<file path="src/fwft_fifo.sv">
//**********************************************************
// single clock first-word-fall-through FIFO; head is valid
// while o_valid is high, o_room flags space for one packet
//**********************************************************
`default_nettype none

module fwft_fifo #(
   parameter type T_DATA       = logic,
   parameter int  P_FIFO_DEPTH = 32,
   parameter int  P_WR_BURST   = 16
) (
   input  wire logic  clock,
   input  wire logic  reset,
   input  wire T_DATA i_data,
   input  wire logic  i_write,
   output logic       o_room,
   output T_DATA      o_data,
   output logic       o_valid,
   input  wire logic  i_read
);

   localparam int AW = $clog2(P_FIFO_DEPTH);
   localparam int CW = $clog2(P_FIFO_DEPTH + 1);

   T_DATA         mem [P_FIFO_DEPTH];
   logic [AW-1:0] wr_ptr;
   logic [AW-1:0] rd_ptr;
   logic [CW-1:0] count;
   logic          do_write;
   logic          do_read;

   assign do_read  = i_read && o_valid;
   assign do_write = i_write && (count < CW'(P_FIFO_DEPTH));

   assign o_data  = mem[rd_ptr];
   assign o_valid = (count != '0);
   // largest packet plus the beat still in the formatter's output register
   assign o_room  = (CW'(P_FIFO_DEPTH) - count) >= CW'(P_WR_BURST + 3);

   always_ff @(posedge clock)
   begin
      if (do_write)
         mem[wr_ptr] <= i_data;
   end

   always_ff @(posedge clock)
   begin
      if (reset)
      begin
         wr_ptr <= '0;
         rd_ptr <= '0;
         count  <= '0;
      end
      else
      begin
         if (do_write)
            wr_ptr <= (wr_ptr == AW'(P_FIFO_DEPTH - 1)) ? '0 : wr_ptr + 1'b1;
         if (do_read)
            rd_ptr <= (rd_ptr == AW'(P_FIFO_DEPTH - 1)) ? '0 : rd_ptr + 1'b1;
         case ({do_write, do_read})
            2'b10:   count <= count + 1'b1;
            2'b01:   count <= count - 1'b1;
            default: count <= count;  // both or neither
         endcase
      end
   end

endmodule

`default_nettype wire

</file>
<file path="config.mk">
export PLATFORM = sky130hd
export DESIGN_NAME = fwft_fifo
export DESIGN_NICKNAME = d
export VERILOG_FILES = /design/src/fwft_fifo.sv
export SDC_FILE = /design/constraint.sdc
export NUM_CORES = 1
export LEC_CHECK = 0
export ABC_AREA = 0
export BUFFER_PORTS_ARGS = -buffer_cell sky130_fd_sc_hd__clkbuf_2
export CORE_AREA = 2 2 70 72
export DETAILED_ROUTE_END_ITERATION = 16
export DIE_AREA = 0 0 72 74
export MAX_ROUTING_LAYER = met4
export PLACE_DENSITY = 0.8
export SLEW_MARGIN = 20
export SYNTH_ARGS = -nofsm -noshare
export SYNTH_HDL_FRONTEND = slang
export SYNTH_SLANG_ARGS = --single-unit
export TNS_END_PERCENT = 100
</file>
<file path="constraint.sdc">
create_clock -name clock -period 5.3 [get_ports clock]
set_clock_uncertainty 0.05 [all_clocks]
set_input_delay 0.265 -clock clock [delete_from_list [all_inputs] [get_ports clock]]
set_output_delay 0.265 -clock clock [all_outputs]
set_load 0.1 [all_outputs]
</file>
Word level (Yosys, flattened, before mapping)
Memory sizes are Yosys's and may differ from the RTL's. A register that Yosys moved wholly into a read port is not among the register bits.
Index checks and enable logic that the tools add are counted.
{"block": "classes", "muxes": 7, "n_addsub": 5, "reduce_logical": 4, "magnitude_cmp": 2, "n_eq_ne": 4}
{"operator": "$mux W5", "n": 4}
{"operator": "$pmux W6 S2", "n": 1}
{"operator": "$add A5 B1 Y5 const B", "n": 2}
{"operator": "$eq A5 B5 Y1 const B", "n": 2}
{"operator": "$add A6 B1 Y6 const B", "n": 1}
{"operator": "$ge A6 B5 Y1 const B", "n": 1}
{"operator": "$lt A6 B6 Y1 const B", "n": 1}
{"operator": "$reduce_bool A6 Y1", "n": 1}
{"operator": "$sub A6 B1 Y6 const B", "n": 1}
{"operator": "$sub A6 B6 Y6 const A", "n": 1}
{"operator": "$eq A2 B1 Y1 const B", "n": 1}
{"operator": "$eq A2 B2 Y1 const B", "n": 1}
{"operator": "$logic_and A1 B1 Y1", "n": 2}
{"operator": "$mux W1", "n": 2}
{"operator": "$reduce_bool A2 Y1", "n": 1}
{"block": "totals", "memories": 1, "register_bits": 16, "input_bits": 5, "elab_cells": 26, "mem_bits_rw": 32, "output_inout_bits": 3}
{"name": "mem", "depth": 32, "width": 1, "rd": 1, "rd_clocked_by_memory_dff": 1, "write_ports": 1, "line": "25", "rtl": "T_DATA mem [P_FIFO_DEPTH];"}

Longest topological paths before layout
Gate-level depths: netlist of run 1.
{"block": "logic_depth", "depth_word": 4, "depth_mapped": 12, "ltp_nobuf": 10}

Least setup slack after synthesis of run 1
Ideal clock, no wire load.
{"block": "synth_timing", "path_type": "reg2reg", "startpoint": "reg count[1]", "endpoint": "reg count[4]", "t_required_ps": 5129, "path_stages_with_launch": 13, "setup_ps": 121, "path_buffers": 2, "slack_ps": 2326, "synth_period_minus_slack_ps": 2974, "t_arrival_ps": 2803, "cell_sequence": "dfxtp_1 -> buf_6 -> or3_4 -> o41ai_4 -> inv_1 -> ha_1 -> buf_2 -> xor2_1 -> ha_1 -> a21oi_1 -> a32oi_1 -> a31oi_1 -> mux2_2"}
{"block": "synth_between", "elab_chain_len": 4, "word_cells_on_any_way": 10, "classes_between": "2 x add/sub; 1 x order compare; 2 x eq/ne; 1 x mux; 4 x reduce/logical"}
{"element": "from (decl)", "line": "28", "rtl": "logic [CW-1:0] count;"}
{"element": "from (signal assigned)", "line": "61", "rtl": "2'b10: count <= count + 1'b1;"}
{"element": "from (signal assigned)", "line": "62", "rtl": "2'b01: count <= count - 1'b1;"}
{"element": "from (signal assigned)", "line": "63", "rtl": "default: count <= count;"}
{"element": "$lt A6 B6 Y1 / $reduce_bool A6 Y1 (equally long branches)", "line": "33, 36"}
{"element": "$logic_and A1 B1 Y1, on equally long branches", "line": "33, 32"}
{"element": "$eq A2 B1 Y1 / $eq A2 B2 Y1 (equally long branches)", "line": "60", "rtl": "case ({do_write, do_read})"}
{"element": "$pmux W6 S2 / $reduce_bool A2 Y1 (equally long branches)"}
Several ways; a longest one is shown, not always the timed one.
A chain may end at the register's enable or synchronous reset.

Worst setup path after layout of run 1
{"block": "layout_timing", "startpoint": "reg count[2]", "endpoint": "reg count[4]"}
Same word-level chain as after synthesis.

==> run summary, run 1 <==
PLACED DESIGN
-----------------------------------------------------------------------------------------------------------------
Count of buffers from port buffering ...............................................................            7
Half-perimeter wire length of the detailed placement result ........................................      3030 um
GP Congestion ......................................................................................        0.864

DIE
-----------------------------------------------------------------------------------------------------------------
Number of cell rows ................................................................................           25
Vertical die dimension .............................................................................        74 um
Chip width .........................................................................................        72 um
Area of the placeable core .........................................................................    4600 um^2
I/O Pins ...........................................................................................            8
Die area ...........................................................................................    5330 um^2
Effective utilization at floorplan .................................................................        0.569

TIMING
-----------------------------------------------------------------------------------------------------------------
Min cycle time layout ..............................................................................      3.28 ns
Post-route setup TNS ...............................................................................         0 ns
Worst Max-Slew Pin Slew ............................................................................     0.807 ns
RSZ-0062 raised after global routing ...............................................................        false
Relative slew slack ................................................................................        0.461
Highest clock rate .................................................................................      305 MHz
Post-route fraction of the period consumed by the critical path ....................................        0.619
WHS ................................................................................................     0.338 ns
Final-report setup violation count .................................................................            0
Fin. Hold Viols ....................................................................................            0
Number of max-slew violations in the final report ..................................................            0

ROUTE
-----------------------------------------------------------------------------------------------------------------
Mean number of vias per cell .......................................................................         5.91
Final Routed Wirelength ............................................................................      4580 um
Length of routed met2 wiring .......................................................................      2330 um
Drt first pass iters ...............................................................................            4
Met1 WL ............................................................................................      2060 um
Top metal layer carrying routed signals ............................................................         met4
WL met3 ............................................................................................       126 um
Vias ...............................................................................................         1772
Drt first-iter violations ..........................................................................          155
Residual DRC .......................................................................................            0
ANT nets after route ...............................................................................            0
Post-detailed-route wirelength per cell ............................................................      15.3 um

CLOCKING
-----------------------------------------------------------------------------------------------------------------
Hold-fix buffer count after cts ....................................................................            0
Clock transition at the register clock pins on the worst setup and hold paths after CTS ............      0.09 ns
Clock insertion delay at the later pin of the skew report ..........................................      0.31 ns
CTS tree ...........................................................................................         done
Resized cells post-CTS .............................................................................            0
CTS buffer count ...................................................................................            5
Maximum level of the CTS H-tree ....................................................................            2
CTS Buffer Depth ...................................................................................            2
Clock tree sinks ...................................................................................           53
Cell chosen for the clock root .....................................................................     clkbuf_8
Setup fix buffers added after clock tree synthesis .................................................            0

FINAL LAYOUT
-----------------------------------------------------------------------------------------------------------------
Utilization after layout ...........................................................................        0.603
Inserted Diodes ....................................................................................            0
Number of inserted filler cells in the final layout ................................................          360
Net total in the final layout ......................................................................          260
Ratio of cells with drive above 1 in the final layout ..............................................        0.122
Layout-stage area growth over the synthesis result .................................................        5.98%

LOGIC SYNTHESIS
-----------------------------------------------------------------------------------------------------------------
Most common cell in the synthesized netlist ........................................................       nor2_1
Arithmetic-cell share of the synthesized area counting full adders, half adders and majority gates .       0.0478
Post-synth EDFFs ...................................................................................           32
Sequential share of the synthesized area ...........................................................        0.528
Cell types occupying the most area after synthesis ................................................. edfxtp_1, dfxtp_1, nor2_1
Number of distinct library cells after synthesis ...................................................           46
Number of storage elements in the synthesis netlist ................................................           53
Net count after synthesis ..........................................................................          260
Share of flip-flops with an asynchronous set or reset ..............................................            0
Total standard cell area after synthesis ...........................................................    2620 um^2
Combinational family with the most area after synthesis ............................................ simple AND/OR/NAND/NOR gates
Mapped Cells .......................................................................................          245
Library cell with the largest summed area after synthesis ..........................................     edfxtp_1
Fraction of the mapped netlist area in compound gates ..............................................       0.0880
Post-synth top area share ..........................................................................        0.367
Most common library cells after synthesis .......................................................... nor2_1, edfxtp_1, dfxtp_1
Synthesis Warnings .................................................................................            0
Parity-gate share of the synthesized area counting xor and xnor cells ..............................       0.0134
Mux cell area share after synthesis ................................................................       0.0919
Mapped Avg Cell Area ...............................................................................    10.7 um^2
Post-synthesis simple-gate area fraction ...........................................................        0.198
Most frequently used flop master after synthesis ...................................................     edfxtp_1

MIN PATH
-----------------------------------------------------------------------------------------------------------------
Worst min-delay path class .........................................................................       in2reg

RUN STATUS
-----------------------------------------------------------------------------------------------------------------
Run status ......................................................................................... complete, no violations

GLOBAL ROUTING
-----------------------------------------------------------------------------------------------------------------
Global-route wire length before repair .............................................................      7670 um
GR Util All Layers .................................................................................        0.195
Via count of the first global-routing pass .........................................................         1655
GR Overflow Total ..................................................................................            0
Largest net degree at the start of global routing ..................................................           33
Initial antenna violation count ....................................................................            0

POWER AND IR DROP
-----------------------------------------------------------------------------------------------------------------
IR Drop Worst-Case VDD .............................................................................   0.000350 V
Pwr/cell area ......................................................................................  480 nW/um^2
Leakage Power ......................................................................................  0.000969 uW

CRITICAL PATH
-----------------------------------------------------------------------------------------------------------------
CP startpoint kind .................................................................................         flop
CP Max Fanout ......................................................................................           13
Endpoint type of the worst setup path ..............................................................         flop
Worst EP arrival ...................................................................................      3.44 ns
Crit Path Class ....................................................................................      reg2reg
Required time of the worst setup path ..............................................................      5.45 ns

RUN
-----------------------------------------------------------------------------------------------------------------
Max-cap violation count ............................................................................            0

## sequential cells by signal, indices dropped and copies added, names as in the netlist, named ones only
name	count
mem	32
wr_ptr	5
rd_ptr	5
count	6
## kinds of logic after synthesis
family,after synthesis
XOR/XNOR,4
adder cells (fa/ha/maj),10
multiplexers,21
AND/OR/NAND/NOR,103
AO/OA/AOI/OAI,35
buffers and inverters,19
flip-flops,53
## stage by stage
stage	power [uW]	cells	worst slack [ns]	cell area (um^2)
detailed placement	1050	292	2.09	2650
CTS	1340	300	2.04	2770
global placement	1040	292	2.15	2650
finish	1330	300	2.02	2770
floorplan	977	245	2.33	2620
global route	1400	300	1.80	2770
## routing by layer
layer,GRT usage,vias to the layer above
li1,-,879
met1,0.233,864
met2,0.333,23
met3,0.0447,6
met4,0.0566,0
met5,-,-
## final timing paths
kind	from	end	slack, ns	cells after the start
hold reg to reg	rd_ptr[3]	rd_ptr[3]	0.48	2
setup / recovery	count[2]	count[4]	2.02	10
setup reg to reg	count[2]	count[4]	2.02	10
hold / removal	reset	count[2]	0.34	2
## cell type report
| class | instances | area (um^2) | share of cell area |
|---|---|---|---|
| timing repair buffer | 7 | 35.0 | 0.0126 |
| multi-input combinational | 173 | 1150 | 0.414 |
| tap | 54 | 67.6 | 0.0244 |
| inverter | 5 | 18.8 | 0.00677 |
| clock inverter | 2 | 37.5 | 0.0135 |
| clock buffer | 6 | 82.6 | 0.0298 |
| sequential | 53 | 1380 | 0.498 |
## layout by cell type (no fill, tap or decap), drive strengths merged, types with 5 or more instances in the layout
master,Yosys,routed
nand3b,5,5
o21ai,5,5
edfxtp,32,32
mux2i,15,15
ha,10,10
a21oi,14,14
nor2,48,48
a31oi,5,5
dfxtp,21,21
nand3,7,7
clkbuf,8,13
nand2,13,13
nor2b,6,6
a22oi,5,5
## critical path: stages (launching register included)
cell and delay (ns):
dfxtp_1 0.43, or3_4 0.38, o41ai_4 0.49, inv_1 0.14
ha_1 0.37, xor2_1 0.21, ha_1 0.20, a21oi_1 0.22
a32oi_1 0.14, a31oi_1 0.21, mux2_2 0.35
## power breakdown
part / total, uW / internal (uW) / switching [uW]
registers: 547 / 472 / 74.5
clock network: 283 / 154 / 129
logic: 501 / 171 / 330
total: 1330 / 797 / 534
Power figures use the tool's default switching activity.
==> run 2: changes to the inputs <==
--- a/config.mk
+++ b/config.mk
@@ -5,13 +5,13 @@
 export SDC_FILE = /design/constraint.sdc
 export NUM_CORES = 1
 export LEC_CHECK = 0
-export ABC_AREA = 0
+export ABC_AREA = 1
 export BUFFER_PORTS_ARGS = -buffer_cell sky130_fd_sc_hd__clkbuf_2
-export CORE_AREA = 2 2 70 72
+export CORE_AREA = 2 2 73 75
 export DETAILED_ROUTE_END_ITERATION = 16
-export DIE_AREA = 0 0 72 74
+export DIE_AREA = 0 0 75 77
 export MAX_ROUTING_LAYER = met4
-export PLACE_DENSITY = 0.8
+export PLACE_DENSITY = 0.79
 export SLEW_MARGIN = 20
 export SYNTH_ARGS = -nofsm -noshare
 export SYNTH_HDL_FRONTEND = slang
==> constraint.sdc (replaced) <==
create_clock -name clock -period 2.7 [get_ports clock]
set_clock_uncertainty 0.05 [all_clocks]
set_input_delay 0.135 -clock clock [delete_from_list [all_inputs] [get_ports clock]]
set_output_delay 0.135 -clock clock [all_outputs]
set_load 0.1 [all_outputs]
==> run 2 against run 1 <==
Total power increased by 100%. Largest power group is now combinational cells. Critical path depth shrank 1. Die area is 8.4% higher. Synthesized area up 1.1%. Via count rose by 16%. Flip-flop and latch count is the same. Register-to-register slack got worse by 1.7 ns. Sequential power rose by 94%. Setup slack worse by 1.7 ns.
==> run summary, run 2 <==
RUN STATUS
------------------------------------------------------------------------------------------------------
Run status .............................................................................. complete, no violations

LOGIC SYNTHESIS
------------------------------------------------------------------------------------------------------
Total standard cell area after synthesis ................................................    2640 um^2
Mapped Cells ............................................................................          317
Most frequently used flop master after synthesis ........................................     edfxtp_1
Post-synth top area share ...............................................................        0.363
Mapped Avg Cell Area ....................................................................    8.34 um^2
Net count after synthesis ...............................................................          332
Number of distinct library cells after synthesis ........................................           27
Most common library cells after synthesis ............................................... nand2_1, nor2_1, nand3_1
Number of storage elements in the synthesis netlist .....................................           53
Synthesis Warnings ......................................................................            0
Sequential share of the synthesized area ................................................        0.522
Library cell with the largest summed area after synthesis ...............................     edfxtp_1
Most common cell in the synthesized netlist .............................................      nand2_1
Cell types occupying the most area after synthesis ...................................... edfxtp_1, dfxtp_1, nand2_1
Share of flip-flops with an asynchronous set or reset ...................................            0
Post-synth EDFFs ........................................................................           32

DIE
------------------------------------------------------------------------------------------------------
Die area ................................................................................    5780 um^2
Effective utilization at floorplan ......................................................        0.531
I/O Pins ................................................................................            8
Vertical die dimension ..................................................................        77 um
Area of the placeable core ..............................................................    4980 um^2
Number of cell rows .....................................................................           26
Chip width ..............................................................................        75 um

ROUTE
------------------------------------------------------------------------------------------------------
ANT nets after route ....................................................................            0
Drt first pass iters ....................................................................            4
Vias ....................................................................................         2062
Mean number of vias per cell ............................................................         5.19
Residual DRC ............................................................................            0
Drt first-iter violations ...............................................................          146
Final Routed Wirelength .................................................................      5010 um
Post-detailed-route wirelength per cell .................................................      12.6 um

CLOCKING
------------------------------------------------------------------------------------------------------
Hold-fix buffer count after cts .........................................................            0
CTS Buffer Depth ........................................................................            2
Maximum level of the CTS H-tree .........................................................            2
CTS tree ................................................................................         done
Clock transition at the register clock pins on the worst setup and hold paths after CTS .      0.11 ns
Clock tree sinks ........................................................................           53
Cell chosen for the clock root ..........................................................     clkbuf_8
Setup fix buffers added after clock tree synthesis ......................................            0
CTS buffer count ........................................................................            5
Resized cells post-CTS ..................................................................            0
Clock insertion delay at the later pin of the skew report ...............................      0.31 ns

PLACED DESIGN
------------------------------------------------------------------------------------------------------
Worst setup timing slack at the placement stage .........................................     0.278 ns
Half-perimeter wire length of the detailed placement result .............................      3600 um
Count of buffers from port buffering ....................................................            7
Number of placed cells counting well taps ...............................................          389
GP Congestion ...........................................................................        0.916

MIN PATH
------------------------------------------------------------------------------------------------------
Worst min-delay path class ..............................................................       in2reg

CRITICAL PATH
------------------------------------------------------------------------------------------------------
Endpoint type of the worst setup path ...................................................  output port
Number of buffer and inverter instances along the worst setup path ......................            2
Crit-path slowest cell ..................................................................      dfxtp_1
CP Cell Sequence ........................................................................ inv_1 > nand3_1 > nand3_1 > nand2_1 > nand2_1 > nand2_1 > nor2_1 > a21oi_1 > clkbuf_2
Crit Path Class .........................................................................      reg2out
Worst EP arrival ........................................................................      2.20 ns
CP top delay family ..................................................................... buffers and inverters
CP startpoint kind ......................................................................         flop
Required time of the worst setup path ...................................................      2.52 ns
Peak per-stage delay on the critical path ...............................................      0.56 ns
Cell with the most instances on the worst path ..........................................      nand2_1
CP Max Fanout ...........................................................................            9

TIMING
------------------------------------------------------------------------------------------------------
Highest clock rate ......................................................................      419 MHz
Min cycle time layout ...................................................................      2.39 ns
Number of max-slew violations in the final report .......................................            0
RSZ-0062 raised after global routing ....................................................        false
Post-layout worst setup margin ..........................................................     0.312 ns
Worst Max-Slew Pin Slew .................................................................     0.542 ns
Fin. Hold Viols .........................................................................            0
Final-report setup violation count ......................................................            0
Post-route fraction of the period consumed by the critical path .........................        0.885
Relative slew slack .....................................................................        0.640
Post-route setup TNS ....................................................................         0 ns

FINAL LAYOUT
------------------------------------------------------------------------------------------------------
Multi-input gate area ...................................................................    1090 um^2
Most common cell after layout, fill and taps aside ......................................      nand2_1
Max reg flops ...........................................................................           32
Most used cells in the layout excluding fill and tap cells .............................. nand2_1, nor2_1, nand3_1
Inserted Diodes .........................................................................            0
Registers with the highest flip-flop counts ............................................. mem (32), count (6)
Non-filler instance count after layout ..................................................          397
Number of inserted filler cells in the final layout .....................................          432
Net total in the final layout ...........................................................          341
Register area ...........................................................................    1380 um^2
Utilization after layout ................................................................        0.567
Register with the highest flop count ....................................................          mem
Layout-stage area growth over the synthesis result ......................................        6.72%
Ratio of cells with drive above 1 in the final layout ...................................       0.0795

POWER AND IR DROP
------------------------------------------------------------------------------------------------------
Switching Fraction ......................................................................        0.455
Internal portion of total power .........................................................      1470 uW
Net Switching ...........................................................................      1220 uW
Clock group share of total power ........................................................        0.169
Leakage Power ...........................................................................   0.00114 uW
Pwr/cell area ...........................................................................  953 nW/um^2
IR Drop Worst-Case VDD ..................................................................   0.000829 V
Combinational group share of total power ................................................        0.436
Share of power burned in registers ......................................................        0.394

GLOBAL ROUTING
------------------------------------------------------------------------------------------------------
GR Overflow Total .......................................................................            0
GR Util All Layers ......................................................................        0.195
Via count of the first global-routing pass ..............................................         1903
Global-route wire length before repair ..................................................      8470 um
Initial antenna violation count .........................................................            0
Largest net degree at the start of global routing .......................................           33

RUN
------------------------------------------------------------------------------------------------------
Max-cap violation count .................................................................            0

==> run 2: cell types whose count changed after synthesis, sizes merged, moves of 6 or more <==
| cell | delta |
|---|---|
| nand2 | +71 |
| clkbuf | -7 |
| mux2i | -15 |
| inv | +29 |
| nor2b | -6 |
| nand3 | +29 |
==> run 2: final timing paths <==
kind              from         to  slack [ns]  cells past startpoint
max               flop     o_data        0.31                      9
min              reset   count[5]        0.11                      4
max reg2reg   count[2]   count[4]        0.33                     19
min reg2reg  wr_ptr[0]  wr_ptr[0]        0.48                      2
==> run 2: cells by family after synthesis <==
family	after synthesis	synth area share
compound gates	31	0.0615
xor+xnor	5	0.0166
fa+ha+maj	10	0.0473
buf+inv	40	0.0672
flops	53	0.522
simple gates	178	0.285
==> run 2: stage by stage <==
stage,total power [uW],instance area (um^2),hold slack (ns)
6_report,2690,2820,0.107
5_1_grt,2880,2820,0.127
4_1_cts,2680,2820,0.0952
3_5_place_dp,2240,2730,0.424
3_3_place_gp,2210,2730,0.424
2_1_floorplan,2040,2640,0.184
==> run 2: worst reg2reg max path: stages, from the launching register on <==
cell and delay (ns):
dfxtp_1 0.38, nor2_1 0.12, nand2_1 0.07, nor2_2 0.11, nand2_2 0.09, nand2_4 0.10
inv_4 0.06, ha_2 0.23, inv_1 0.13, nand2_1 0.06, nand2_1 0.08, inv_1 0.06
ha_1 0.17, o21bai_1 0.18, nand3_1 0.12, nand2_1 0.06, nand2_1 0.05, nand3_1 0.06
nand2_1 0.06, inv_1 0.03
==> run 2: routing by layer <==
layer | vias up | track usage | part of all wire
li1 | 1052 | - | -
met1 | 959 | 0.239 | 0.44
met2 | 45 | 0.327 | 0.51
met3 | 6 | 0.0315 | 0.041
met4 | 0 | 0.0536 | 0.012
met5 | - | - | 0
==> run 2: area by class of cell <==
cell class	instances	area share
multi-input cells	224	0.385
flip-flops and latches	53	0.490
repair buffers	8	0.0151
clock buffers	5	0.0244
clock inverters	3	0.00843
well taps	70	0.0310
inverters	34	0.0461
==> run 2: power by group through the flow <==
stage / registers [uW] / logic, uW / clock network [uW]
final: 1060 / 1170 / 456
after global routing: 1080 / 1310 / 492
after CTS: 1060 / 1160 / 458
after detailed placement: 1080 / 1160 / 0
after global placement: 1070 / 1140 / 0
after floorplan: 1030 / 1000 / 0
==> run 3: changes to the inputs <==
--- a/config.mk
+++ b/config.mk
@@ -5,13 +5,12 @@
 export SDC_FILE = /design/constraint.sdc
 export NUM_CORES = 1
 export LEC_CHECK = 0
-export ABC_AREA = 1
 export BUFFER_PORTS_ARGS = -buffer_cell sky130_fd_sc_hd__clkbuf_2
-export CORE_AREA = 2 2 73 75
+export CORE_AREA = 2 2 72 74
 export DETAILED_ROUTE_END_ITERATION = 16
-export DIE_AREA = 0 0 75 77
+export DIE_AREA = 0 0 74 76
 export MAX_ROUTING_LAYER = met4
-export PLACE_DENSITY = 0.79
+export PLACE_DENSITY = 0.8
 export SLEW_MARGIN = 20
 export SYNTH_ARGS = -nofsm -noshare
 export SYNTH_HDL_FRONTEND = slang
==> run 3 against run 2 <==
Die area down 2.6%. Fmax down 7.8%. Setup slack worse by 0.20 ns. Highest routed layer unchanged. Worst hold slack better by 0.12 ns. Critical endpoint is now count[4].
==> run summary, run 3 (synthesized netlist as in run 1, its figures left out) <==
PLACED DESIGN
------------------------------------------------------------------------------------------------------
Worst setup timing slack at the placement stage .........................................    0.0875 ns
Half-perimeter wire length of the detailed placement result .............................      3160 um
Count of buffers from port buffering ....................................................            7
Number of placed cells counting well taps ...............................................          317
GP Congestion ...........................................................................        0.807
Area after DPL ..........................................................................    2750 um^2

TIMING
------------------------------------------------------------------------------------------------------
Final-report setup violation count ......................................................            0
Highest clock rate ......................................................................      386 MHz
WHS .....................................................................................     0.224 ns
Number of max-slew violations in the final report .......................................            0
Worst Max-Slew Pin Slew .................................................................     0.549 ns
Post-layout worst setup margin ..........................................................     0.109 ns
Min cycle time layout ...................................................................      2.59 ns
RSZ-0062 raised after global routing ....................................................         true
Fin. Hold Viols .........................................................................            0
Post-route fraction of the period consumed by the critical path .........................        0.960
Relative slew slack .....................................................................        0.634

DIE
------------------------------------------------------------------------------------------------------
Number of cell rows .....................................................................           26
Vertical die dimension ..................................................................        76 um
Die area ................................................................................    5620 um^2
Area of the placeable core ..............................................................    4910 um^2
I/O Pins ................................................................................            8
Effective utilization at floorplan ......................................................        0.532
Chip width ..............................................................................        74 um

ROUTE
------------------------------------------------------------------------------------------------------
Final Routed Wirelength .................................................................      4640 um
Drt first-iter violations ...............................................................          187
Mean number of vias per cell ............................................................         5.51
Vias ....................................................................................         1790
Post-detailed-route wirelength per cell .................................................      14.3 um
Drt first pass iters ....................................................................            4
ANT nets after route ....................................................................            0
Residual DRC ............................................................................            0

FINAL LAYOUT
------------------------------------------------------------------------------------------------------
Post-route cell area ....................................................................    2850 um^2
Max reg flops ...........................................................................           32
Net total in the final layout ...........................................................          269
Number of inserted filler cells in the final layout .....................................          406
Most common cell after layout, fill and taps aside ......................................       nor2_1
Inserted Diodes .........................................................................            0
Layout-stage area growth over the synthesis result ......................................        9.00%
Most used cells in the layout excluding fill and tap cells .............................. nor2_1, edfxtp_1, dfxtp_1
Registers with the highest flip-flop counts ............................................. mem (32), count (6)
Ratio of cells with drive above 1 in the final layout ...................................        0.161
Non-filler instance count after layout ..................................................          325
Register with the highest flop count ....................................................          mem

CRITICAL PATH
------------------------------------------------------------------------------------------------------
Endpoint type of the worst setup path ...................................................         flop
Crit Path Class .........................................................................      reg2reg
CP Max Fanout ...........................................................................            3
CP startpoint kind ......................................................................         flop
Required time of the worst setup path ...................................................      2.84 ns
R2R Path Start ..........................................................................     count[0]
Critical Path Source ....................................................................     count[0]
Worst EP arrival ........................................................................      2.74 ns

POWER AND IR DROP
------------------------------------------------------------------------------------------------------
Leakage Power ...........................................................................   0.00101 uW
Net Switching ...........................................................................      1060 uW
Clock group share of total power ........................................................        0.183
Internal portion of total power .........................................................      1570 uW
Power, Total ............................................................................      2630 uW
Pwr/cell area ...........................................................................  924 nW/um^2
Combinational group share of total power ................................................        0.426
Share of power burned in registers ......................................................        0.391
Switching Fraction ......................................................................        0.403
IR Drop Worst-Case VDD ..................................................................   0.000716 V

RUN STATUS
------------------------------------------------------------------------------------------------------
Run status .............................................................................. complete, no violations

CLOCKING
------------------------------------------------------------------------------------------------------
Hold-fix buffer count after cts .........................................................            0
Clock insertion delay at the later pin of the skew report ...............................      0.30 ns
Clock transition at the register clock pins on the worst setup and hold paths after CTS .      0.09 ns
CTS tree ................................................................................         done
Cell chosen for the clock root ..........................................................     clkbuf_8
CTS buffer count ........................................................................            5
Maximum level of the CTS H-tree .........................................................            2
CTS Buffer Depth ........................................................................            2
Clock tree sinks ........................................................................           53

GLOBAL ROUTING
------------------------------------------------------------------------------------------------------
Via count of the first global-routing pass ..............................................         1673
Global-route wire length before repair ..................................................      7930 um
Initial antenna violation count .........................................................            0
GR Overflow Total .......................................................................            0
Largest net degree at the start of global routing .......................................           33
GR Util All Layers ......................................................................        0.186

MIN PATH
------------------------------------------------------------------------------------------------------
Worst min-delay path class ..............................................................       in2reg
Startpoint of the tightest hold check path ..............................................        reset

RUN
------------------------------------------------------------------------------------------------------
Max-cap violation count .................................................................            0

run 3: metrics by stage:
stage,util,setup TNS [ns]
after CTS,0.580,0
after floorplan,-,-0.322
after global routing,0.580,-0.00298
final,0.580,0
after detailed placement,0.559,0
after global placement,0.559,0
run 3: power by group through the flow:
stage | sequential (uW) | clock, uW | combinational, uW
2_1_floorplan | 1000 | 0 | 935
3_3_place_gp | 1040 | 0 | 1100
3_5_place_dp | 1050 | 0 | 1120
4_1_cts | 1030 | 487 | 1130
5_1_grt | 1040 | 520 | 1220
6_report | 1030 | 482 | 1120
run 3: final timing paths:
path / slack, ns / cells after the start / end
setup / recovery: 0.11 / 10 / count[4]
setup reg to reg: 0.11 / 10 / count[4]
hold reg to reg: 0.47 / 2 / rd_ptr[3]
hold / removal: 0.22 / 2 / wr_ptr[1]
run 3: final cells by class:
| cell class | instances | area (um^2) | share of cell area |
|---|---|---|---|
| flip-flops and latches | 53 | 1380 | 0.485 |
| multi-input cells | 173 | 1160 | 0.406 |
| repair buffers | 16 | 103 | 0.0360 |
| clock buffers | 7 | 97.6 | 0.0342 |
| well taps | 70 | 87.6 | 0.0307 |
| inverters | 5 | 18.8 | 0.00658 |
| clock inverters | 1 | 3.75 | 0.00132 |
run 3: what timing repair did:
item	in CTS	in global routing
gates resized for setup	0	1
buffers inserted	0	0
endpoints found under the setup margin	0	1
run 3: per-layer routing:
| layer | track usage | vias to the layer above | routed length (um) |
|---|---|---|---|
| met5 | - | - | 0 |
| met4 | 0.0545 | 0 | 58 |
| met3 | 0.0317 | 7 | 177 |
| met2 | 0.279 | 36 | 2290 |
| met1 | 0.259 | 847 | 2110 |
| li1 | - | 900 | - |
run 3: critical path: stages, from the launching register on:
cell,delay [ns]
dfxtp_2,0.33
or3_4,0.39
o41ai_4,0.23
inv_1,0.11
ha_2,0.21
xor2_1,0.15
ha_2,0.19
a21oi_2,0.04
nand4bb_1,0.20
a31oi_1,0.23
mux2_2,0.35
